File: config.mk
export PLATFORM = sky130hd
export DESIGN_NAME = rob_top
export DESIGN_NICKNAME = d
export VERILOG_FILES = /design/src/rob_pkg.sv /design/src/rob_top.sv /design/src/rob_commit.sv /design/src/rob_table.sv /design/src/rob_alloc.sv
export VERILOG_INCLUDE_DIRS = /design/src /design/src/src
export SDC_FILE = /design/constraint.sdc
export NUM_CORES = 2
export LEC_CHECK = 0
export BUFFER_PORTS_ARGS = -buffer_cell sky130_fd_sc_hd__buf_2
export CAP_MARGIN = 20
export CORE_MARGIN = 2
export CORE_UTILIZATION = 62
export DETAILED_ROUTE_END_ITERATION = 8
export PLACE_DENSITY = 0.8
export SYNTH_ARGS = -nofsm -noshare
export SYNTH_HDL_FRONTEND = slang
export SYNTH_SLANG_ARGS = --single-unit
export TNS_END_PERCENT = 10
File: constraint.sdc
create_clock -name clk -period 5.9 [get_ports clk]
set_input_delay 0.885 -clock clk [delete_from_list [all_inputs] [get_ports clk]]
set_output_delay 0.885 -clock clk [all_outputs]
set_load 0.05 [all_outputs]
File: src/rob_params.svh
`ifndef ROB_PARAMS_SVH
`define ROB_PARAMS_SVH

// buffer geometry
`define ROB_DEPTH 16
`define ROB_TAG_W 4     // tags wrap at the depth

// datapath widths
`define XLEN      32
`define ADDR_W    32
`define REG_IDX_W 5
`define KIND_W    2

// entry kinds
`define KIND_REG    2'd0    // alu or load, writes rd
`define KIND_STORE  2'd1
`define KIND_BRANCH 2'd2    // conditional branch, no rd

`endif
File: src/rob_pkg.sv
`default_nettype none

`include "rob_params.svh"

package rob_pkg;

    typedef logic [`ROB_TAG_W-1:0] rob_tag_t;
    typedef logic [`XLEN-1:0]      word_t;
    typedef logic [`ADDR_W-1:0]    addr_t;
    typedef logic [`REG_IDX_W-1:0] reg_idx_t;
    typedef logic [`KIND_W-1:0]    kind_t;

    // what dispatch knows about an instruction
    typedef struct packed {
        kind_t    kind;
        reg_idx_t rd;
        logic     pred;     // predicted taken
    } dispatch_t;

    typedef struct packed {
        rob_tag_t tag;
        word_t    data;
        logic     taken;    // actual branch outcome
        addr_t    target;
    } ex_result_t;

    typedef struct packed {
        rob_tag_t tag;
        word_t    data;
    } slb_result_t;

    typedef struct packed {
        reg_idx_t rd;
        rob_tag_t tag;
        word_t    data;
    } rf_write_t;

    // head entry as seen by commit
    typedef struct packed {
        logic     valid;
        logic     done;
        kind_t    kind;
        reg_idx_t rd;
        word_t    data;
        logic     pred;
        logic     actual;
        addr_t    target;
    } rob_entry_t;

endpackage

`default_nettype wire

File: src/rob_top.sv
`timescale 1ns/1ps
`default_nettype none

module rob_top (
    input  wire logic                  clk,
    input  wire logic                  rst,
    input  wire logic                  rdy,
    input  wire logic                  dp_valid,
    input  wire rob_pkg::dispatch_t    dp_info,
    output rob_pkg::rob_tag_t          dp_tag,
    output logic                       full,
    input  wire logic                  ex_valid,
    input  wire rob_pkg::ex_result_t   ex_result,
    input  wire logic                  slb_valid,
    input  wire rob_pkg::slb_result_t  slb_result,
    output logic                       rf_wr_valid,
    output rob_pkg::rf_write_t         rf_wr,
    output logic                       store_commit_valid,
    output rob_pkg::rob_tag_t          store_commit_tag,
    output logic                       flush,
    output rob_pkg::addr_t             redirect_pc
);

    import rob_pkg::*;

    logic       dp_fire;
    logic       pop;
    logic       kill;
    rob_tag_t   head;
    rob_entry_t head_entry;

    // tail doubles as the tag handed to dispatch
    rob_alloc u_alloc (
        .clk      (clk),
        .rst      (rst),
        .rdy      (rdy),
        .dp_valid (dp_valid),
        .pop      (pop),
        .kill     (kill),
        .dp_fire  (dp_fire),
        .tail     (dp_tag),
        .full     (full)
    );

    rob_table u_table (
        .clk        (clk),
        .rst        (rst),
        .rdy        (rdy),
        .dp_fire    (dp_fire),
        .tail       (dp_tag),
        .dp_info    (dp_info),
        .ex_valid   (ex_valid),
        .ex_result  (ex_result),
        .slb_valid  (slb_valid),
        .slb_result (slb_result),
        .pop        (pop),
        .kill       (kill),
        .head       (head),
        .head_entry (head_entry)
    );

    rob_commit u_commit (
        .clk                (clk),
        .rst                (rst),
        .rdy                (rdy),
        .head_entry         (head_entry),
        .pop                (pop),
        .kill               (kill),
        .head               (head),
        .rf_wr_valid        (rf_wr_valid),
        .rf_wr              (rf_wr),
        .store_commit_valid (store_commit_valid),
        .store_commit_tag   (store_commit_tag),
        .flush              (flush),
        .redirect_pc        (redirect_pc)
    );

endmodule

`default_nettype wire

File: src/rob_commit.sv
`timescale 1ns/1ps
`default_nettype none

`include "rob_params.svh"

module rob_commit (
    input  wire logic                 clk,
    input  wire logic                 rst,
    input  wire logic                 rdy,
    input  wire rob_pkg::rob_entry_t  head_entry,
    output logic                      pop,
    output logic                      kill,
    output rob_pkg::rob_tag_t         head,
    output logic                      rf_wr_valid,
    output rob_pkg::rf_write_t        rf_wr,
    output logic                      store_commit_valid,
    output rob_pkg::rob_tag_t         store_commit_tag,
    output logic                      flush,
    output rob_pkg::addr_t            redirect_pc
);

    logic is_reg;
    logic is_store;
    logic mispredict;

    assign is_reg     = (head_entry.kind == `KIND_REG);
    assign is_store   = (head_entry.kind == `KIND_STORE);
    assign mispredict = (head_entry.kind == `KIND_BRANCH) &&
                        (head_entry.pred != head_entry.actual);

    // pop carries rdy so a frozen cycle retires nothing
    assign pop  = rdy && head_entry.valid && head_entry.done;
    assign kill = pop && mispredict;

    always_ff @(posedge clk) begin
        if (rst) begin
            head               <= '0;
            rf_wr_valid        <= 1'b0;
            store_commit_valid <= 1'b0;
            flush              <= 1'b0;
        end else begin
            rf_wr_valid        <= pop && is_reg;
            store_commit_valid <= pop && is_store;
            flush              <= kill;     // correct branches stay silent

            if (kill)
                head <= '0;
            else if (pop)
                head <= head + 1'b1;
        end
    end

    // payload only meaningful alongside a pulse
    always_ff @(posedge clk) begin
        if (pop) begin
            rf_wr.rd         <= head_entry.rd;
            rf_wr.tag        <= head;
            rf_wr.data       <= head_entry.data;
            store_commit_tag <= head;
            redirect_pc      <= head_entry.target;
        end
    end

endmodule

`default_nettype wire

File: src/rob_table.sv
`timescale 1ns/1ps
`default_nettype none

`include "rob_params.svh"

module rob_table (
    input  wire logic                  clk,
    input  wire logic                  rst,
    input  wire logic                  rdy,
    input  wire logic                  dp_fire,
    input  wire rob_pkg::rob_tag_t     tail,
    input  wire rob_pkg::dispatch_t    dp_info,
    input  wire logic                  ex_valid,
    input  wire rob_pkg::ex_result_t   ex_result,
    input  wire logic                  slb_valid,
    input  wire rob_pkg::slb_result_t  slb_result,
    input  wire logic                  pop,
    input  wire logic                  kill,
    input  wire rob_pkg::rob_tag_t     head,
    output rob_pkg::rob_entry_t        head_entry
);

    import rob_pkg::*;

    logic [`ROB_DEPTH-1:0] valid_q;
    logic [`ROB_DEPTH-1:0] done_q;

    kind_t    kind_q   [`ROB_DEPTH];
    reg_idx_t rd_q     [`ROB_DEPTH];
    word_t    data_q   [`ROB_DEPTH];
    logic     pred_q   [`ROB_DEPTH];
    logic     actual_q [`ROB_DEPTH];
    addr_t    target_q [`ROB_DEPTH];

    logic ex_hit;
    logic slb_hit;

    // stale tags from before a flush are dropped here
    assign ex_hit  = ex_valid && valid_q[ex_result.tag];
    assign slb_hit = slb_valid && valid_q[slb_result.tag];

    always_ff @(posedge clk) begin
        if (rst) begin
            valid_q <= '0;
            done_q  <= '0;
        end else if (rdy) begin
            if (kill) begin
                valid_q <= '0;
                done_q  <= '0;
            end else begin
                if (dp_fire) begin
                    valid_q[tail] <= 1'b1;
                    done_q[tail]  <= 1'b0;
                end
                if (ex_hit)
                    done_q[ex_result.tag] <= 1'b1;
                if (slb_hit)
                    done_q[slb_result.tag] <= 1'b1;
                // retire last so it wins over a late strobe on the head
                if (pop) begin
                    valid_q[head] <= 1'b0;
                    done_q[head]  <= 1'b0;
                end
            end
        end
    end

    always_ff @(posedge clk) begin
        if (rdy) begin
            if (dp_fire) begin
                kind_q[tail] <= dp_info.kind;
                rd_q[tail]   <= dp_info.rd;
                pred_q[tail] <= dp_info.pred;
            end
            if (ex_hit) begin
                data_q[ex_result.tag]   <= ex_result.data;
                actual_q[ex_result.tag] <= ex_result.taken;
                target_q[ex_result.tag] <= ex_result.target;
            end
            if (slb_hit)
                data_q[slb_result.tag] <= slb_result.data;  // load data
        end
    end

    always_comb begin
        head_entry.valid  = valid_q[head];
        head_entry.done   = done_q[head];
        head_entry.kind   = kind_q[head];
        head_entry.rd     = rd_q[head];
        head_entry.data   = data_q[head];
        head_entry.pred   = pred_q[head];
        head_entry.actual = actual_q[head];
        head_entry.target = target_q[head];
    end

endmodule

`default_nettype wire

File: src/rob_alloc.sv
`timescale 1ns/1ps
`default_nettype none

`include "rob_params.svh"

module rob_alloc (
    input  wire logic        clk,
    input  wire logic        rst,
    input  wire logic        rdy,
    input  wire logic        dp_valid,
    input  wire logic        pop,
    input  wire logic        kill,
    output logic             dp_fire,
    output rob_pkg::rob_tag_t tail,
    output logic             full
);

    // one extra bit so 16 live entries is distinguishable from none
    logic [`ROB_TAG_W:0] count;

    assign full    = (count == `ROB_DEPTH);
    assign dp_fire = dp_valid && rdy && !full && !kill;

    always_ff @(posedge clk) begin
        if (rst) begin
            tail  <= '0;
            count <= '0;
        end else if (rdy) begin
            if (kill) begin
                // flush empties the buffer and restarts tags at zero
                tail  <= '0;
                count <= '0;
            end else begin
                if (dp_fire)
                    tail <= tail + 1'b1;    // wraps at depth

                case ({dp_fire, pop})
                    2'b10: begin
                        count <= count + 1'b1;
                    end
                    2'b01: begin
                        count <= count - 1'b1;
                    end
                    default: begin
                        count <= count;     // both or neither
                    end
                endcase
            end
        end
    end

endmodule

`default_nettype wire

==> key figures <==
Synth
  • Post-synth ARST share: 0%
  • Synth warn: 0
  • XOR/XNOR share of the synthesized area: less than 1%
  • Top cells by area, synth: edfxtp_1 66%, mux4_2 15%, mux2_2 10%
  • Largest family of logic cells by synthesized area: multiplexers
  • Post-synth top area share: about 66%
  • Syn_area_per_cell: ~20 µm²
  • Simple-Gate Fraction of Synth Area: under 10%
  • Most used DFF post-synth: edfxtp_1
  • Syn Nets: about 2900
  • Adder-cell share of the synthesized area: 0.268%
  • Yosys cell types: 73
  • Synth area leader: edfxtp_1
  • Number of synthesized register bits: around 1300
  • Synth Area in Compound Gates: 1.31%
  • Number of flops mapped to enable cells by yosys: about 1200
  • Syn Inst Count: between 2000 and 3000
  • Post-synthesis mux area share: between 20 and 30%
  • Synthesized cell area: ~56000 µm²
  • Sequential area share after synthesis: approximately two thirds

Global routing
  • Initial antenna violation count: 33
  • Total GRT Usage: a little under a third
  • Global route overflow: 0
  • Largest net degree at the start of global routing: between 100 and 150
  • Global-route wire length before repair: 204000 µm
  • Vias in the first global route: around 30000

Floorplanning
  • Core footprint: around 90000 µm²
  • Die width: approximately 300 µm
  • Initial Utilization: a little over three fifths
  • Die H: approximately 300 µm
  • DIE AREA: approximately 93000 µm²
  • IO Pins: 204
  • Num rows: between 100 and 150

STA
  • RSZ-0062 raised after global routing: no
  • Slew @ Worst Pin: approximately 1.1 ns
  • Final hold vios: 0
  • Max-slew violation count: 0
  • Relative slew slack: a little under a quarter
  • Setup tns final: 0 ns
  • Min cycle time layout: 4.77 ns
  • Post-route clock period utilization: 80.8%
  • Max Freq: approximately 0.21 GHz
  • Final setup viols: 0
  • Final Skew: roughly 0.038 ns

Pwr
  • Power per cell area: between 200 and 300 nW/µm²
  • Register share of total power: 54.0%
  • Switching Share: 20.9%
  • Clk pwr share: a little over two fifths
  • Gate power share: 2.4%
  • P_int: 14.7 mW
  • Leakage Power: 19.5 nW
  • Power Total: 18.6 mW
  • Switching Power: between 3 and 4 mW
  • Peak VDD IR: 0.000292 V

Critical path
  • Crit-path max FO: 24
  • CP arrival: around 5.4 ns
  • WP data required: roughly 6.5 ns
  • CP cell instances: mux4_2 -> a22oi_1 -> nand3_2 -> xnor2_2 -> o31a_4 -> inv_1 -> ha_1 -> xor2_1 -> ha_1 -> o21a_1 -> o22a_1 -> a21oi_1 -> xnor2_1 -> nand2_1 -> xor2_1 -> nor2_1
  • Critical path's slowest cell: dfxtp_1
  • Critical path class: flip-flop to flip-flop
  • Critical Path Source Type: flip-flop
  • Max incr delay on CP: slightly below 1 ns
  • Worst Setup End Kind: flip-flop

Clock tree
  • CTS sink count: approximately 1300
  • Clock H-tree levels: 4
  • CTS buffer count: 133
  • Clock Tree Buf Depth: 3
  • Postcts setup bufs: 0
  • CTS tree: done
  • Clock transition at path regs: about 0.060 ns
  • Clock Latency Late Sink: ~0.77 ns
  • Root buf cell: clkbuf_16
  • Post_cts resized: 0
  • CTS Hold Bufs: 0

Finish
  • Final Cell Area: about 62000 µm²
  • Fraction of layout cells with a size suffix above 1: approximately 46%
  • P&R area growth vs syn: 11.3%
  • Util after Layout: between 60% and 70%
  • Nets@finish: between 3000 and 4000

Status
  • Status: complete, no violations

Detailed routing
  • Antenna Nets Post-Route: 0
  • Routed wire length: between 100000 and 150000 µm
  • Uppermost layer routed: met5
  • WL per Instance: 32.9 µm
  • DRC errors left: 0
  • Met1 WL: between 50000 and 60000 µm
  • Met2 wire length: approximately 70000 µm
  • Initial DRC Count: ~4000
  • First-pass detailed-route iteration total: 5
  • DR vias: ~29000
  • Vias per cell: ~6.9
  • Met3 layer wire length in the routed design: 12900 µm

Flow run
  • Max Cap Viol: 0

Worst hold path
  • Hold Path Class: primary input to flip-flop

Placed design
  • GP Congestion: slightly below 0.9
  • Cell Area, Placed: roughly 58000 µm²
  • I/O Buffers: 203
  • DPL Wire Length: roughly 76000 µm
[state kept, by name, indices dropped and copies added (netlist names), 4 cells and up, named ones only]
name / count
u_table.data_q: 512
u_table.target_q: 512
u_table.rd_q: 80
u_commit.rf_wr: 41
u_commit.redirect_pc: 32
u_table.kind_q: 32
u_table.actual_q: 16
u_table.done_q: 16
u_table.pred_q: 16
u_table.valid_q: 16
u_alloc.count: 5
u_alloc.tail: 4
u_commit.head: 4
[final timing paths]
check / startpoint / end / slack [ns] / cells after the start
max: flip-flop / u_alloc.count[4]$_SDFFE_PP0P_ / 1.13 / 16
min: rst / u_commit.flush$_SDFF_PP0_ / 0.43 / 2
max reg2reg: flip-flop / u_alloc.count[4]$_SDFFE_PP0P_ / 1.13 / 16
min reg2reg: u_table.done_q[11]$_SDFFE_PP0P_ / u_table.done_q[11]$_SDFFE_PP0P_ / 0.49 / 2
[through the flow]
step | std cells | worst slack [ns] | hold WS, ns
final | 4236 | 1.13 | 0.432
after global routing | 4233 | 0.777 | 0.431
after CTS | 4221 | 1.08 | 0.384
after detailed placement | 3982 | 1.12 | 0.469
after global placement | 3982 | 1.19 | 0.454
after floorplan | 2775 | 1.12 | 0.406
[final cells by class]
cell class / instances / area [µm²]
multi-input cells: 1228 / 16800
flip-flops and latches: 1293 / 38300
inverters: 19 / 73.8
clock buffers: 165 / 3460
well taps: 1176 / 1470
clock inverters: 74 / 734
diodes: 12 / 30.0
fillers: 5301 / 27400
repair buffers: 269 / 1580
[power by group through the flow]
stage                     clock, mW  sequential, mW  combinational [mW]
after floorplan                   0            10.3               0.264
after global placement            0            10.2               0.399
after detailed placement          0            10.2               0.439
after CTS                      8.19            10.1               0.444
after global routing           8.53            10.0               0.491
final                          8.12            10.1               0.451
[metal layers]
layer  GRT usage [%]  vias to the layer above
met2            50.1                     1766
met4            11.8                       40
li1                -                    11835
met1            40.0                    15419
met3            6.77                      346
met5               0                        -
[synth_stat cells, types with 4 or more instances]
cell type and instances:
a41o_1 4, a31oi_1 8, o31ai_1 6, mux4_1 5
nor2b_1 8, a22oi_1 4, xor2_1 7, a211o_1 4
xnor2_1 7, nand3b_1 7, nor3_1 8, a32o_1 4
buf_2 35, mux2_1 4, o22ai_1 18, dfxtp_1 52
mux2i_1 10, clkbuf_1 119, nor3b_1 8, nand2b_1 6
inv_1 18, a32oi_1 6, nand2_1 26, buf_1 36
ha_1 12, nand3_1 29, and3_1 10, o2111a_1 7
buf_4 26, and2_1 24, mux4_2 371, buf_6 13
mux2_4 5, mux2_2 504, nor2_1 60, or2_2 5
edfxtp_1 1241
[cells by family after synthesis]
group	after synthesis
flops	1293
xor+xnor	15
compound gates	88
buf+inv	254
simple gates	214
mux	899
fa+ha+maj	12
[worst max-delay path: cells and delay by family (launching register included)]
kind	cells	cell delay, ns
adders and majority gates	2	0.57
and+or+nand+nor	3	0.31
muxes	1	0.62
buffers and inverters	1	0.10
DFF	1	0.99
AOI/OAI and AO/OA	5	1.16
xor gates and xnor gates	4	0.87
[placed cells by master (no fill, tap or decap), types with 6 or more instances in the layout]
cell / count
nand3_1: 29
nand2_1: 26
mux2i_1: 10
o2111a_1: 7
nor2b_1: 8
and2_2: 16
a31oi_1: 8
buf_2: 203
clkinv_1: 35
clkbuf_16: 133
diode_2: 12
or2_2: 7
nor2_4: 28
clkinv_16: 6
mux4_2: 371
xor2_1: 7
nand3b_1: 7
bufinv_16: 6
a32oi_1: 6
o31ai_1: 6
nor3b_1: 8
buf_4: 62
xnor2_1: 7
nand2b_1: 6
o22ai_1: 18
clkinv_2: 13
inv_1: 18
edfxtp_1: 1241
mux2_2: 504
ha_1: 12
nor2_1: 32
and2_1: 8
nor3_1: 8
dfxtp_1: 48
and3_1: 10
clkbuf_1: 31
Power figures use the tool's default switching activity.
